[src/logic/hdr_pkg.sv]
//----------------------------------------------------------------------
// shared widths, view codes and APB map for the HDR video path
// pixel byte order is red low, blue high; view codes outside the enum show cam0
//----------------------------------------------------------------------
package hdr_pkg;

	// widths with a meaning of their own
	typedef logic [7:0]  chan_t;      // one colour channel
	typedef logic [23:0] pixel_t;     // {blue, green, red}
	typedef logic [63:0] ddr_word_t;  // two pixels per memory word
	typedef logic [3:0]  apb_addr_t;
	typedef logic [31:0] apb_data_t;

	// view selector codes
	typedef enum logic [3:0]
	{
		VIEW_CAM0 = 4'd1,
		VIEW_CAM1 = 4'd2,
		VIEW_HDR  = 4'd3
	} view_t;

	// register map
	localparam apb_addr_t ADDR_VIEW   = 4'h0;  // read/write
	localparam apb_addr_t ADDR_STATUS = 4'h4;  // read only

	localparam view_t VIEW_RESET = VIEW_CAM0;

	// camera reset hold, in sys_clk_b cycles
	localparam int CAM_RESET_CYCLES = 2500;
	localparam int CAM_CNT_W        = $clog2(CAM_RESET_CYCLES);

	// bit positions in the status word
	localparam int STATUS_VIEW_LSB  = 0;
	localparam int STATUS_READY_BIT = 8;

	// per-channel split of a pixel
	localparam int CHAN_W    = $bits(chan_t);
	localparam int PIX_CHANS = $bits(pixel_t) / CHAN_W;

endpackage

[src/logic/cam_power_seq.sv]
//----------------------------------------------------------------------
// camera power-up sequence on sys_clk_b; reset held CAM_RESET_CYCLES edges
//----------------------------------------------------------------------
`timescale 1ns/1ps

module cam_power_seq import hdr_pkg::*;
(
	input  logic sys_clk_b,
	input  logic reset_n_b,
	output logic cam_pwdn_o,
	output logic cam_resetb_o
);

	logic                 running;
	logic [CAM_CNT_W-1:0] cnt;
	logic                 done;

	// last counted edge before release
	assign done = running && (cnt == CAM_CNT_W'(CAM_RESET_CYCLES - 1));

	always_ff @(posedge sys_clk_b or negedge reset_n_b)
		if (!reset_n_b)
			cam_pwdn_o <= 1'b1;
		else
			cam_pwdn_o <= 1'b0;   // power up on first edge

	always_ff @(posedge sys_clk_b or negedge reset_n_b)
		if (!reset_n_b)
		begin
			running <= 1'b1;
			cnt     <= '0;
		end
		else if (running)
		begin
			cnt <= cnt + 1'b1;
			if (done)
				running <= 1'b0;  // counter parks here
		end

	always_ff @(posedge sys_clk_b or negedge reset_n_b)
		if (!reset_n_b)
			cam_resetb_o <= 1'b0;
		else if (done)
			cam_resetb_o <= 1'b1;

	// once released the cameras stay out of reset
	a_resetb_sticky: assert property (
		@(posedge sys_clk_b) disable iff (!reset_n_b)
		cam_resetb_o |=> cam_resetb_o
	);

endmodule

[src/logic/hdr_cfg_regs.sv]
//----------------------------------------------------------------------
// APB slave, zero wait states; unmapped addresses answer with pslverr
//----------------------------------------------------------------------
`timescale 1ns/1ps

module hdr_cfg_regs import hdr_pkg::*;
(
	input  logic      sys_clk_b,
	input  logic      reset_n_b,
	// APB
	input  logic      psel_i,
	input  logic      penable_i,
	input  logic      pwrite_i,
	input  apb_addr_t paddr_i,
	input  apb_data_t pwdata_i,
	output apb_data_t prdata_o,
	output logic      pready_o,
	output logic      pslverr_o,
	// status sources
	input  view_t     view_act_i,   // <- view_select
	input  logic      cam_ready_i,  // <- cam_power_seq
	output view_t     view_req_o    // -> view_select
);

	logic      access;
	logic      addr_hit;
	apb_data_t status_word;

	assign access   = psel_i && penable_i;
	assign addr_hit = (paddr_i == ADDR_VIEW) || (paddr_i == ADDR_STATUS);

	assign pready_o  = 1'b1;
	assign pslverr_o = access && !addr_hit;

	always_comb
	begin
		status_word = '0;
		status_word[STATUS_VIEW_LSB +: $bits(view_t)] = view_act_i;
		status_word[STATUS_READY_BIT]                 = cam_ready_i;
	end

	// requested view, taken at the next sop
	always_ff @(posedge sys_clk_b or negedge reset_n_b)
		if (!reset_n_b)
			view_req_o <= VIEW_RESET;
		else if (access && pwrite_i && (paddr_i == ADDR_VIEW))
			view_req_o <= view_t'(pwdata_i[$bits(view_t)-1:0]);

	// read mux
	always_comb
	begin
		case (paddr_i)
			ADDR_VIEW:
			begin
				prdata_o = '0;
				prdata_o[$bits(view_t)-1:0] = view_req_o;
			end
			ADDR_STATUS:
				prdata_o = status_word;
			default:
				prdata_o = '0;    // error response carries no data
		endcase
	end

	// access phase only follows a selected setup phase
	a_penable_sel: assert property (
		@(posedge sys_clk_b) disable iff (!reset_n_b)
		penable_i |-> psel_i
	);

	// setup is always followed by access
	a_setup_access: assert property (
		@(posedge sys_clk_b) disable iff (!reset_n_b)
		(psel_i && !penable_i) |=> (psel_i && penable_i)
	);

endmodule

[src/logic/view_select.sv]
//----------------------------------------------------------------------
// view switches only on a valid sop beat; HDR is a truncated channel mean
//----------------------------------------------------------------------
`timescale 1ns/1ps

module view_select import hdr_pkg::*;
(
	input  logic   sys_clk_b,
	input  logic   reset_n_b,
	input  view_t  view_req_i,
	input  pixel_t cam0_pix_i,
	input  pixel_t cam1_pix_i,
	input  logic   pix_valid_i,
	input  logic   pix_sop_i,
	output view_t  view_act_o,
	output pixel_t sel_pix_o,
	output logic   sel_valid_o,
	output logic   sel_sop_o
);

	logic   frame_start;
	view_t  cur_view;
	pixel_t hdr_pix;
	pixel_t mux_pix;

	assign frame_start = pix_valid_i && pix_sop_i;

	// sop beat already uses the new view
	assign cur_view = frame_start ? view_req_i : view_act_o;

	always_ff @(posedge sys_clk_b or negedge reset_n_b)
		if (!reset_n_b)
			view_act_o <= VIEW_RESET;
		else if (frame_start)
			view_act_o <= view_req_i;

	// per channel (a + b) >> 1
	always_comb
	begin
		logic [CHAN_W:0] chan_sum;
		chan_sum = '0;
		for (int i = 0; i < PIX_CHANS; i++)
		begin
			chan_sum = {1'b0, cam0_pix_i[i*CHAN_W +: CHAN_W]}
				+ {1'b0, cam1_pix_i[i*CHAN_W +: CHAN_W]};
			hdr_pix[i*CHAN_W +: CHAN_W] = chan_sum[CHAN_W:1];
		end
	end

	always_comb
	begin
		case (cur_view)
			VIEW_CAM1: mux_pix = cam1_pix_i;
			VIEW_HDR:  mux_pix = hdr_pix;
			default:   mux_pix = cam0_pix_i;  // cam0 and unknown codes
		endcase
	end

	always_ff @(posedge sys_clk_b or negedge reset_n_b)
		if (!reset_n_b)
		begin
			sel_valid_o <= 1'b0;
			sel_sop_o   <= 1'b0;
		end
		else
		begin
			sel_valid_o <= pix_valid_i;
			sel_sop_o   <= frame_start;
		end

	always_ff @(posedge sys_clk_b)
		if (pix_valid_i)
			sel_pix_o <= mux_pix;

	a_sop_valid: assert property (
		@(posedge sys_clk_b) disable iff (!reset_n_b)
		sel_sop_o |-> sel_valid_o
	);

endmodule

[src/logic/ddr_word_pack.sv]
//----------------------------------------------------------------------
// pairs pixels from each sop into one word; an unpaired pixel is dropped
//----------------------------------------------------------------------
`timescale 1ns/1ps

module ddr_word_pack import hdr_pkg::*;
(
	input  logic      sys_clk_b,
	input  logic      reset_n_b,
	input  pixel_t    sel_pix_i,
	input  logic      sel_valid_i,
	input  logic      sel_sop_i,
	output ddr_word_t ddr_data_o,
	output logic      ddr_valid_o
);

	localparam int PAD_W = $bits(ddr_word_t) / 2 - $bits(pixel_t);

	logic   phase;      // 1 while holding the first pixel of a pair
	pixel_t half_pix;
	logic   pair_done;

	assign pair_done = sel_valid_i && phase && !sel_sop_i;

	always_ff @(posedge sys_clk_b or negedge reset_n_b)
		if (!reset_n_b)
		begin
			phase       <= 1'b0;
			ddr_valid_o <= 1'b0;
		end
		else
		begin
			ddr_valid_o <= pair_done;
			if (sel_valid_i)
				phase <= sel_sop_i || !phase;  // sop always starts a new pair
		end

	always_ff @(posedge sys_clk_b)
		if (sel_valid_i && !pair_done)
			half_pix <= sel_pix_i;

	// first pixel high, second low
	always_ff @(posedge sys_clk_b)
		if (pair_done)
			ddr_data_o <= {{PAD_W{1'b0}}, half_pix, {PAD_W{1'b0}}, sel_pix_i};

	a_valid_gap: assert property (
		@(posedge sys_clk_b) disable iff (!reset_n_b)
		ddr_valid_o |=> !ddr_valid_o
	);

endmodule

[src/logic/hdr_video_top.sv]
//----------------------------------------------------------------------
// dual-camera view select and frame-buffer packing, single clock domain
// the pixel stream has no back-pressure; APB has zero wait states
//----------------------------------------------------------------------
`timescale 1ns/1ps

module hdr_video_top import hdr_pkg::*;
(
	input  logic      sys_clk_b,
	input  logic      reset_n_b,
	// APB configuration
	input  logic      psel_i,
	input  logic      penable_i,
	input  logic      pwrite_i,
	input  apb_addr_t paddr_i,
	input  apb_data_t pwdata_i,
	output apb_data_t prdata_o,
	output logic      pready_o,
	output logic      pslverr_o,
	// debayered camera pixels
	input  pixel_t    cam0_pix_i,
	input  pixel_t    cam1_pix_i,
	input  logic      pix_valid_i,
	input  logic      pix_sop_i,
	// frame buffer words
	output ddr_word_t ddr_data_o,
	output logic      ddr_valid_o,
	// camera control pins
	output logic      cam_pwdn_o,
	output logic      cam_resetb_o
);

	view_t  view_req;
	view_t  view_act;
	pixel_t sel_pix;
	logic   sel_valid;
	logic   sel_sop;

	cam_power_seq cam_power_seq_inst
	(
		.sys_clk_b    ( sys_clk_b    ),
		.reset_n_b    ( reset_n_b    ),
		.cam_pwdn_o   ( cam_pwdn_o   ),
		.cam_resetb_o ( cam_resetb_o )
	);

	hdr_cfg_regs hdr_cfg_regs_inst
	(
		.sys_clk_b    ( sys_clk_b    ),
		.reset_n_b    ( reset_n_b    ),
		.psel_i       ( psel_i       ),
		.penable_i    ( penable_i    ),
		.pwrite_i     ( pwrite_i     ),
		.paddr_i      ( paddr_i      ),
		.pwdata_i     ( pwdata_i     ),
		.prdata_o     ( prdata_o     ),
		.pready_o     ( pready_o     ),
		.pslverr_o    ( pslverr_o    ),
		.view_act_i   ( view_act     ),
		.cam_ready_i  ( cam_resetb_o ),  // ready once reset released
		.view_req_o   ( view_req     )
	);

	view_select view_select_inst
	(
		.sys_clk_b    ( sys_clk_b    ),
		.reset_n_b    ( reset_n_b    ),
		.view_req_i   ( view_req     ),
		.cam0_pix_i   ( cam0_pix_i   ),
		.cam1_pix_i   ( cam1_pix_i   ),
		.pix_valid_i  ( pix_valid_i  ),
		.pix_sop_i    ( pix_sop_i    ),
		.view_act_o   ( view_act     ),
		.sel_pix_o    ( sel_pix      ),
		.sel_valid_o  ( sel_valid    ),
		.sel_sop_o    ( sel_sop      )
	);

	ddr_word_pack ddr_word_pack_inst
	(
		.sys_clk_b    ( sys_clk_b    ),
		.reset_n_b    ( reset_n_b    ),
		.sel_pix_i    ( sel_pix      ),
		.sel_valid_i  ( sel_valid    ),
		.sel_sop_i    ( sel_sop      ),
		.ddr_data_o   ( ddr_data_o   ),
		.ddr_valid_o  ( ddr_valid_o  )
	);

endmodule

[config.mk]
export PLATFORM = sky130hd
export DESIGN_NAME = hdr_video_top
export DESIGN_NICKNAME = d
export VERILOG_FILES = /design/src/logic/hdr_pkg.sv /design/src/logic/cam_power_seq.sv /design/src/logic/hdr_cfg_regs.sv /design/src/logic/view_select.sv /design/src/logic/ddr_word_pack.sv /design/src/logic/hdr_video_top.sv
export SDC_FILE = /design/constraint.sdc
export NUM_CORES = 1
export LEC_CHECK = 0
export BUFFER_PORTS_ARGS = -buffer_cell sky130_fd_sc_hd__buf_2
export CORE_UTILIZATION = 51
export DETAILED_ROUTE_END_ITERATION = 6
export PLACE_DENSITY_LB_ADDON = 0.15
export SETUP_SLACK_MARGIN = 0.02
export SLEW_MARGIN = 20
export SYNTH_ARGS = -nofsm -noshare
export SYNTH_HDL_FRONTEND = slang
export SYNTH_SLANG_ARGS = --single-unit
[constraint.sdc]
create_clock -name sys_clk_b -period 3.7 [get_ports sys_clk_b]
set_input_delay 0.185 -clock sys_clk_b [delete_from_list [all_inputs] [get_ports sys_clk_b]]
set_output_delay 0.185 -clock sys_clk_b [all_outputs]
set_load 0.05 [all_outputs]
# Word-level counts from Yosys, hierarchy flattened
# Cells that the tools add are included.
dict set report totals {
  register_bits 123
  out_inout_bits 101
  input_bits 91
}
dict set report op_classes {
  eq_ne 4
  mux 5
  reduce_logical 16
  addsub 4
}
# cell n
set ops {}
lappend ops {{$pmux 24 s2} 1}
lappend ops {{$add 8x8->9} 3}
lappend ops {{$pmux 9 s2} 1}
lappend ops {{$add 12x1->12 const B} 1}
lappend ops {{$eq 12x12->1 const B} 1}
lappend ops {{$logic_and 1x1->1} 9}
lappend ops {{$eq 4x2->1 const B} 2}
lappend ops {{$eq 4x3->1 const B} 1}
lappend ops {{$logic_not 1->1} 4}
lappend ops {{$logic_not 4->1} 1}
lappend ops {{$mux 4} 1}
lappend ops {{$logic_or 1x1->1} 2}
lappend ops {{$mux 1} 2}

# Longest topological paths before layout
# Gate-level depths: netlist of the first run.
dict set report logic_depth {
  depth_word 4
  mapped_depth 7
  depth_no_buf 7
}

# Modules after synthesis
# Synthesis of the first run repeated with hierarchy kept, for this count alone.
dict set report hier_totals {
  hier_cells 462
  area_unflattened_um2 5904.4
}
# mod seq_area_each_um2 cells_per_inst n_inst area_per_inst_um2
set by_module_without_submodules {}
lappend by_module_without_submodules {ddr_word_pack 2212.1 96 1 2363.5}
lappend by_module_without_submodules {view_select 872.1 258 1 2358.5}
lappend by_module_without_submodules {cam_power_seq 377.9 54 1 661.9}
lappend by_module_without_submodules {hdr_cfg_regs 101.3 54 1 520.5}

# Least setup slack after synthesis of the first run
# No wires, ideal clock.
dict set report synth_timing {
  kind {reg2reg}
  start {register view_select_inst.sel_valid_o}
  end {register ddr_word_pack_inst.half_pix[0], enable pin}
  path_buffers 0
  period_less_slack_ps 2591
  t_required_ps 3258
  stages_incl_launch_ff 2
  t_arrival_ps 2149
  setup_ps 442
  slack_ps 1109
  cell_sequence {dfrtp_1 -> a21boi_0}
}
dict set report synth_via {
  elab_chain_len 4
}
# element line_no
set synth_rtl {}
lappend synth_rtl {{start, declared} view_select.sv:17} ;# output logic sel_valid_o,
lappend synth_rtl {{start signal, assigned} view_select.sv:67} ;# sel_valid_o <= pix_valid_i;
lappend synth_rtl {{$logic_and 1x1->1 (2 in series)} ddr_word_pack.sv:23} ;# assign pair_done = sel_valid_i && phase && !sel_sop_i;
lappend synth_rtl {{$logic_not 1->1} ddr_word_pack.sv:39} ;# if (sel_valid_i && !pair_done)
lappend synth_rtl {{$logic_and 1x1->1 *} ddr_word_pack.sv:39}
lappend synth_rtl {{end signal, assigned} ddr_word_pack.sv:40} ;# half_pix <= sel_pix_i;
lappend synth_rtl {{end, declared} ddr_word_pack.sv:20} ;# pixel_t half_pix;
# Mark *: on every way between the ends. The rest lies on a longest branch, timed or not.
# A chain may end at the register's enable or synchronous reset.

# Worst setup path after layout of the first run
dict set report layout_timing {
  start {register hdr_cfg_regs_inst.view_req_o[3]}
  end {register view_select_inst.sel_pix_o[15] (data pin)}
}
dict set report layout_via {
  elab_chain_len 3
}
# element line_no
set layout_rtl {}
lappend layout_rtl {{start, declared} hdr_cfg_regs.sv:22} ;# output view_t view_req_o
lappend layout_rtl {{start signal, assigned} hdr_cfg_regs.sv:47} ;# view_req_o <= view_t'(pwdata_i[$bits(view_t)-1:0]);
lappend layout_rtl {{$mux 4 *} view_select.sv:29} ;# assign cur_view = frame_start ? view_req_i : view_act_o;
lappend layout_rtl {{$eq 4x2->1} view_select.sv:52} ;# case (cur_view)
lappend layout_rtl {{$pmux 24 s2 *} view_select.sv:52}
lappend layout_rtl {{named net view_select_inst.mux_pix[15]} view_select.sv:24} ;# pixel_t mux_pix;
lappend layout_rtl {{end signal, assigned} view_select.sv:73} ;# sel_pix_o <= mux_pix;
lappend layout_rtl {{end, declared} view_select.sv:16} ;# output pixel_t sel_pix_o,
# Mark *: on every way through the listed nets, which the timed path passes. The rest lies on a longest branch.

==> results_dict.tcl, run 1 <==
set metrics [dict create \
    synth_edf_count 96 \
    yosysTopAreaCellShare 0.498 \
    p_leak_nw 3.01 \
    cellPowerDensity_nw_per_um2 576 \
    slew_headroom 0.526 \
    clock_skew_ns 0.0116 \
    yosysUniqueCellTypes 47 \
    crit_buf_inv 2 \
    grt_pass1_wl_um 17700 \
    async_flop_share 0.220 \
    cpLargestDelayFamily "simple AND/OR/NAND/NOR gates" \
    synth.avg_cell_area_um2 12.7 \
    synthTopCellsByCount "edfxtp_1, buf_4, nand2_1, a21oi_1, nor2_1" \
    drtIter0Drc 161 \
    antenna_found_initial 1 \
    period_share 0.618 \
    via_per_inst 5.22 \
    synthCells 456 \
    yosysSeqAreaShare 0.616 \
    drv_slew 0 \
    cts.sink_count 123 \
    ys.flop_type "edfxtp_1" \
    ir_worst_vdd_v 0.000392 \
    finalCriticalPeriod_ns 2.29 \
    cts-buffers-inserted 17 \
    wl_per_cell_um 15.5 \
    postRouteAntennaNets 0 \
    initial_core_util 0.529 \
    final_core_util 0.642 \
    crit_top_cell "buf_4" \
    path_cells "and4b_1 > a31oi_1 > buf_4 > or2_1 > buf_4 > a2111oi_0 > a211o_1" \
    crit_path_end_kind "flip-flop" \
    dp_hpwl_um 8160 \
    power_w 0.00404 \
    clkTransAtPathRegs_ns 0.05 \
    slowest_delay_ns 0.43 \
    cp_slowest_cell "or2_1" \
    port_buffers 119 \
    num_io_pins 192 \
    syn2layout_area_growth_pct 21.3 \
    arrival_ns 2.45 \
    h-tree-depth 4 \
    die-area_um2 11800 \
    firstDrtPassIters 4 \
    drc 0 \
    placedInstanceArea_um2 6390 \
    postCtsSetupBuffers 0 \
    synth_seq_cells 123 \
    cp_max_fo 25 \
    yosys.cell_count.top_type "edfxtp_1" \
    start_kind "flip-flop" \
    path_class "flip-flop to flip-flop" \
    routabilityCongestion 0.821 \
    tightest_slew_ns 0.710 \
    critPathRequiredTime_ns 3.86 \
    yosysTopAreaCell "edfxtp_1" \
    overflow 0 \
    hp-class "input port to flip-flop" \
    yosysWarnings 0 \
    status "complete, no violations" \
    clock_latency_ns 0.41 \
    die_h_um 108 \
    setup_tns_ns 0 \
    finalSetupViolations 0 \
    grtUsageTotal 0.204 \
    synthTopCellsByArea "edfxtp_1, dfrtp_1, buf_4" \
    grt_pass1_vias 3656 \
    vias 3870 \
    grt_max_degree 51 \
    die_x_um 108 \
    stdcell_area_um2 7020 \
    drive_gt1_frac 0.280 \
    final-hold-violation-count 0 \
    syn_area_um2 5780 \
    routed_wl_um 11500 \
    cts_tree "built" \
    max_freq_mhz 437 \
    clockBufferDepth 2 \
    fin_nets 703 \
    cap_violations 0 \
    cts_root_buf "clkbuf_16" \
    rsz0062_at_grt "false" \
    core-area_um2 10900 \
    fp-row-count 38 \
]
## layer usage
layer / GRT usage / routed length (um) / vias up
met5: 0 / 0 / -
met4: 0.0849 / 172 / 0
met3: 0.0729 / 756 / 12
met2: 0.342 / 6030 / 144
met1: 0.237 / 4580 / 1835
li1: - / - / 1879
## area by class of cell
type	count	area [um2]
inverters	11	41.3
flip-flops and latches	123	3560
well taps	140	175
clock buffers	25	495
multi-input cells	309	1980
fillers	845	3920
clock inverters	7	113
repair buffers	125	643
diodes	2	5.00
## flip-flops by register name, indices dropped and copies added (netlist names)
| register | flops |
|---|---|
| cam_power_seq_inst.cnt | 12 |
| cam_power_seq_inst.cam_pwdn_o | 1 |
| ddr_word_pack_inst.ddr_valid_o | 1 |
| hdr_cfg_regs_inst.view_req_o | 4 |
| ddr_word_pack_inst.ddr_data_o | 48 |
| view_select_inst.sel_valid_o | 1 |
| view_select_inst.view_act_o | 4 |
| cam_power_seq_inst.running | 1 |
| ddr_word_pack_inst.half_pix | 24 |
| view_select_inst.sel_sop_o | 1 |
| cam_power_seq_inst.cam_resetb_o | 1 |
| view_select_inst.sel_pix_o | 24 |
| ddr_word_pack_inst.phase | 1 |
## cell families after synthesis
| group | after synthesis | share of synthesized area |
|---|---|---|
| adders and majority gates | 25 | 0.0580 |
| buffers and inverters | 67 | 0.0738 |
| and+or+nand+nor | 118 | 0.0989 |
| other | 2 | 0.00130 |
| AOI/OAI and AO/OA | 92 | 0.103 |
| muxes | 15 | 0.0281 |
| DFF | 123 | 0.616 |
| xor gates and xnor gates | 14 | 0.0212 |
## path summary, 6_finish.rpt
kind | start | to | slack, ns | cells past startpoint
min reg2reg | ddr_word_pack_inst.half_pix[12]$_DFFE_PP_ | ddr_word_pack_inst.ddr_data_o[44]$_DFFE_PP_ | 0.42 | 0
max | hdr_cfg_regs_inst.view_req_o[3]$_DFFE_PN0P_ | view_select_inst.sel_pix_o[15]$_DFFE_PP_ | 1.41 | 7
max reg2reg | hdr_cfg_regs_inst.view_req_o[3]$_DFFE_PN0P_ | view_select_inst.sel_pix_o[15]$_DFFE_PP_ | 1.41 | 7
min in group asynchronous | reset_n_b | cam_power_seq_inst.cnt[1]$_DFFE_PN0P_ | 0.37 | 2
min | pwdata_i[3] | hdr_cfg_regs_inst.view_req_o[3]$_DFFE_PN0P_ | 0.02 | 2
max in group asynchronous | reset_n_b | cam_power_seq_inst.cnt[2]$_DFFE_PN0P_ | 2.94 | 2
## placed cells by master, fill, tap and decap left out, drive strengths merged, types with 7 or more instances in the layout
master / netlist / routed
a21oi: 30 / 30
buf: 48 / 124
clkbuf: 8 / 25
conb: 2 / 45
dfrtp: 23 / 23
edfxtp: 96 / 96
ha: 22 / 22
inv: 11 / 11
mux2: 7 / 7
mux2i: 8 / 8
nand2: 35 / 35
nand3: 13 / 13
nand4: 9 / 9
nor2: 29 / 29
o21a: 12 / 12
o21ai: 16 / 16
xnor2: 11 / 11
## metrics by stage
step	hold slack, ns	instances	setup slack (ns)
after floorplan	-0.111	499	1.11
after global placement	0.216	707	1.42
after CTS	0.00239	740	1.39
final	0.0246	742	1.41
after detailed placement	0.224	707	1.38
after global routing	0.00937	741	1.23
## power breakdown
group	switching (W)	internal, W	total, W
registers	0.0000480	0.00165	0.00170
logic	0.000491	0.000180	0.000671
clock network	0.000546	0.00113	0.00167
## timing repair
action	4_1_cts	5_1_grt
endpoints found under the hold margin	23	0
resized for setup	0	0
hold buffers	1	0
Power figures use the tool's default switching activity.
==> run 2, diff against run 1 <==
==> constraint.sdc (replaced) <==
create_clock -name sys_clk_b -period 2.2 [get_ports sys_clk_b]
set_input_delay 0.11 -clock sys_clk_b [delete_from_list [all_inputs] [get_ports sys_clk_b]]
set_output_delay 0.11 -clock sys_clk_b [all_outputs]
set_load 0.05 [all_outputs]
==> run 2 against run 1 <==
Compared with the run above:
- non-clock buffer count grew 15
- clock skew is essentially flat
- largest cell class unchanged
- register-to-register slack worse by 1.2 ns
- clock-buffer cell count shrank 1
- core utilization is 1.1 points higher
- largest power group unchanged
- power rose by 65%
==> results_dict.tcl, run 2 (synthesized netlist as in run 1, its figures left out) <==
set metrics [dict create \
    status "complete, no violations" \
    routabilityCongestion 0.843 \
    reg2reg_depth 6 \
    drc 0 \
    stdcell_area_um2 7140 \
    layout_commonest_cell "buf_2" \
    cts.sink_count 123 \
    path_cells "and4b_1 > a31oi_1 > or2_1 > buf_4 > a2111oi_0 > a211o_1" \
    hold-path-cell-count 3 \
    clock_latency_ns 0.40 \
    firstDrtPassIters 4 \
    num_io_pins 192 \
    grt_pass1_vias 3857 \
    largest_reg_flops 48 \
    r2r-start "hdr_cfg_regs_inst.view_req_o[3]$_DFFE_PN0P_" \
    cts-buffers-inserted 17 \
    via_per_inst 5.18 \
    grt_pass1_wl_um 18400 \
    cp_max_fo 21 \
    cellPowerDensity_nw_per_um2 934 \
    slew_headroom 0.584 \
    r2r-end "view_select_inst.sel_pix_o[7]$_DFFE_PP_" \
    rsz0062_at_grt "false" \
    core-area_um2 10900 \
    arrival_ns 2.16 \
    syn2layout_area_growth_pct 23.4 \
    postCtsSetupBuffers 0 \
    period_share 0.918 \
    power_w 0.00667 \
    clockBufferDepth 2 \
    finalSetupViolations 0 \
    tightest_slew_ns 0.624 \
    vias 3917 \
    ir_worst_vdd_v 0.000535 \
    drtIter0Drc 172 \
    drive_gt1_frac 0.281 \
    dp_hpwl_um 8380 \
    final_cells 756 \
    crit_path_end_kind "flip-flop" \
    start_kind "flip-flop" \
    overflow 0 \
    max_freq_mhz 495 \
    final-hold-violation-count 0 \
    cp_slowest_cell "dfrtp_1" \
    initial_core_util 0.529 \
    die_h_um 108 \
    clkTransAtPathRegs_ns 0.05 \
    antenna_found_initial 1 \
    routed_wl_um 11500 \
    die-area_um2 11800 \
    p_leak_nw 3.06 \
    min_from "cam0_pix_i[21]" \
    cts_tree "built" \
    r2r_slack_ns 0.18 \
    place_inst 714 \
    cts_root_buf "clkbuf_16" \
    slowest_delay_ns 0.38 \
    die_x_um 108 \
    finalCriticalPeriod_ns 2.02 \
    hp-class "input port to flip-flop" \
    clock_skew_ns 0.0119 \
    h-tree-depth 4 \
    drv_slew 0 \
    top_regs "ddr_word_pack_inst.ddr_data_o (48), ddr_word_pack_inst.half_pix (24), view_select_inst.sel_pix_o (24)" \
    path_class "flip-flop to flip-flop" \
    port_buffers 119 \
    placedInstanceArea_um2 6480 \
    cap_violations 0 \
    postRouteAntennaNets 0 \
    final_cell_mix "buf_2, edfxtp_1, conb_1" \
    top_register "ddr_word_pack_inst.ddr_data_o" \
    fin_nets 718 \
    whs_endpoint "view_select_inst.sel_pix_o[21]$_DFFE_PP_" \
    grtUsageTotal 0.210 \
    grt_max_degree 42 \
    critPathRequiredTime_ns 2.34 \
    wl_per_cell_um 15.3 \
    fp-row-count 38 \
    setup_tns_ns 0 \
]
==> run 2: changes by cell type in the layout (fill, tap and decap cells not counted), moves of 2 or more <==
cell	previous run	this run
buf_12	0	3
dlygate4sd3_1	1	9
clkbuf_8	4	2
buf_4	5	9
==> run 2: area by class of cell <==
| class | instances | area [um2] |
|---|---|---|
| Fill cell | 841 | 3790 |
| Sequential cell | 123 | 3560 |
| Multi-Input combinational cell | 309 | 1980 |
| Timing Repair Buffer | 140 | 813 |
| Clock buffer | 24 | 472 |
| Tap cell | 140 | 175 |
| Clock inverter | 8 | 95.1 |
| Inverter | 11 | 41.3 |
| Antenna cell | 1 | 2.50 |
==> run 2: through the flow <==
step / utilization / setup slack [ns] / hold WS, ns
5_1_grt: 0.653 / 0.0459 / 0.0128
3_3_place_gp: 0.592 / 0.218 / 0.142
6_report: 0.653 / 0.179 / 0.0183
3_5_place_dp: 0.592 / 0.167 / 0.154
2_1_floorplan: - / 0.163 / -0.186
4_1_cts: 0.652 / 0.182 / 0.00224
==> run 2: worst max-delay path by stage <==
stage | endpoint | cells past startpoint | start | slack, ns
2_1_floorplan | ddr_word_pack_inst.ddr_data_o[0]$_DFFE_PP_ | 2 | view_select_inst.sel_sop_o$_DFF_PN0_ | 0.16
3_3_place_gp | view_select_inst.sel_pix_o[7]$_DFFE_PP_ | 8 | pix_valid_i | 0.22
3_5_place_dp | view_select_inst.sel_pix_o[7]$_DFFE_PP_ | 8 | pix_valid_i | 0.17
4_1_cts | view_select_inst.sel_pix_o[7]$_DFFE_PP_ | 6 | hdr_cfg_regs_inst.view_req_o[1]$_DFFE_PN0P_ | 0.18
5_1_grt | view_select_inst.sel_pix_o[7]$_DFFE_PP_ | 6 | hdr_cfg_regs_inst.view_req_o[3]$_DFFE_PN0P_ | 0.05
6_report | view_select_inst.sel_pix_o[7]$_DFFE_PP_ | 6 | hdr_cfg_regs_inst.view_req_o[3]$_DFFE_PN0P_ | 0.18
==> run 2: critical path: cells and delay by family, from the launching register on <==
kind	cells	cell delay, ns
AND/OR/NAND/NOR	2	0.41
buffers and inverters	1	0.26
AO/OA/AOI/OAI	3	0.70
flip-flops	1	0.38
==> run 2: per-layer routing <==
layer	wire length [um]	up-vias	track usage
met1	4720	1829	0.254
li1	-	1906	-
met3	664	18	0.0536
met4	265	0	0.112
met5	0	-	0
met2	5900	164	0.346
==> run 2: what timing repair did <==
action	in CTS	in global routing
endpoints found under the setup margin	0	1
hold buffers	9	0
hold endpoints to repair	31	0
gates resized for setup	0	1
==> run 2: where the power goes <==
group	internal (W)	leakage (nW)	switching [W]
combinational	0.000351	1.52	0.000840
sequential	0.00277	1.26	0.0000763
clock	0.00172	0.276	0.000911
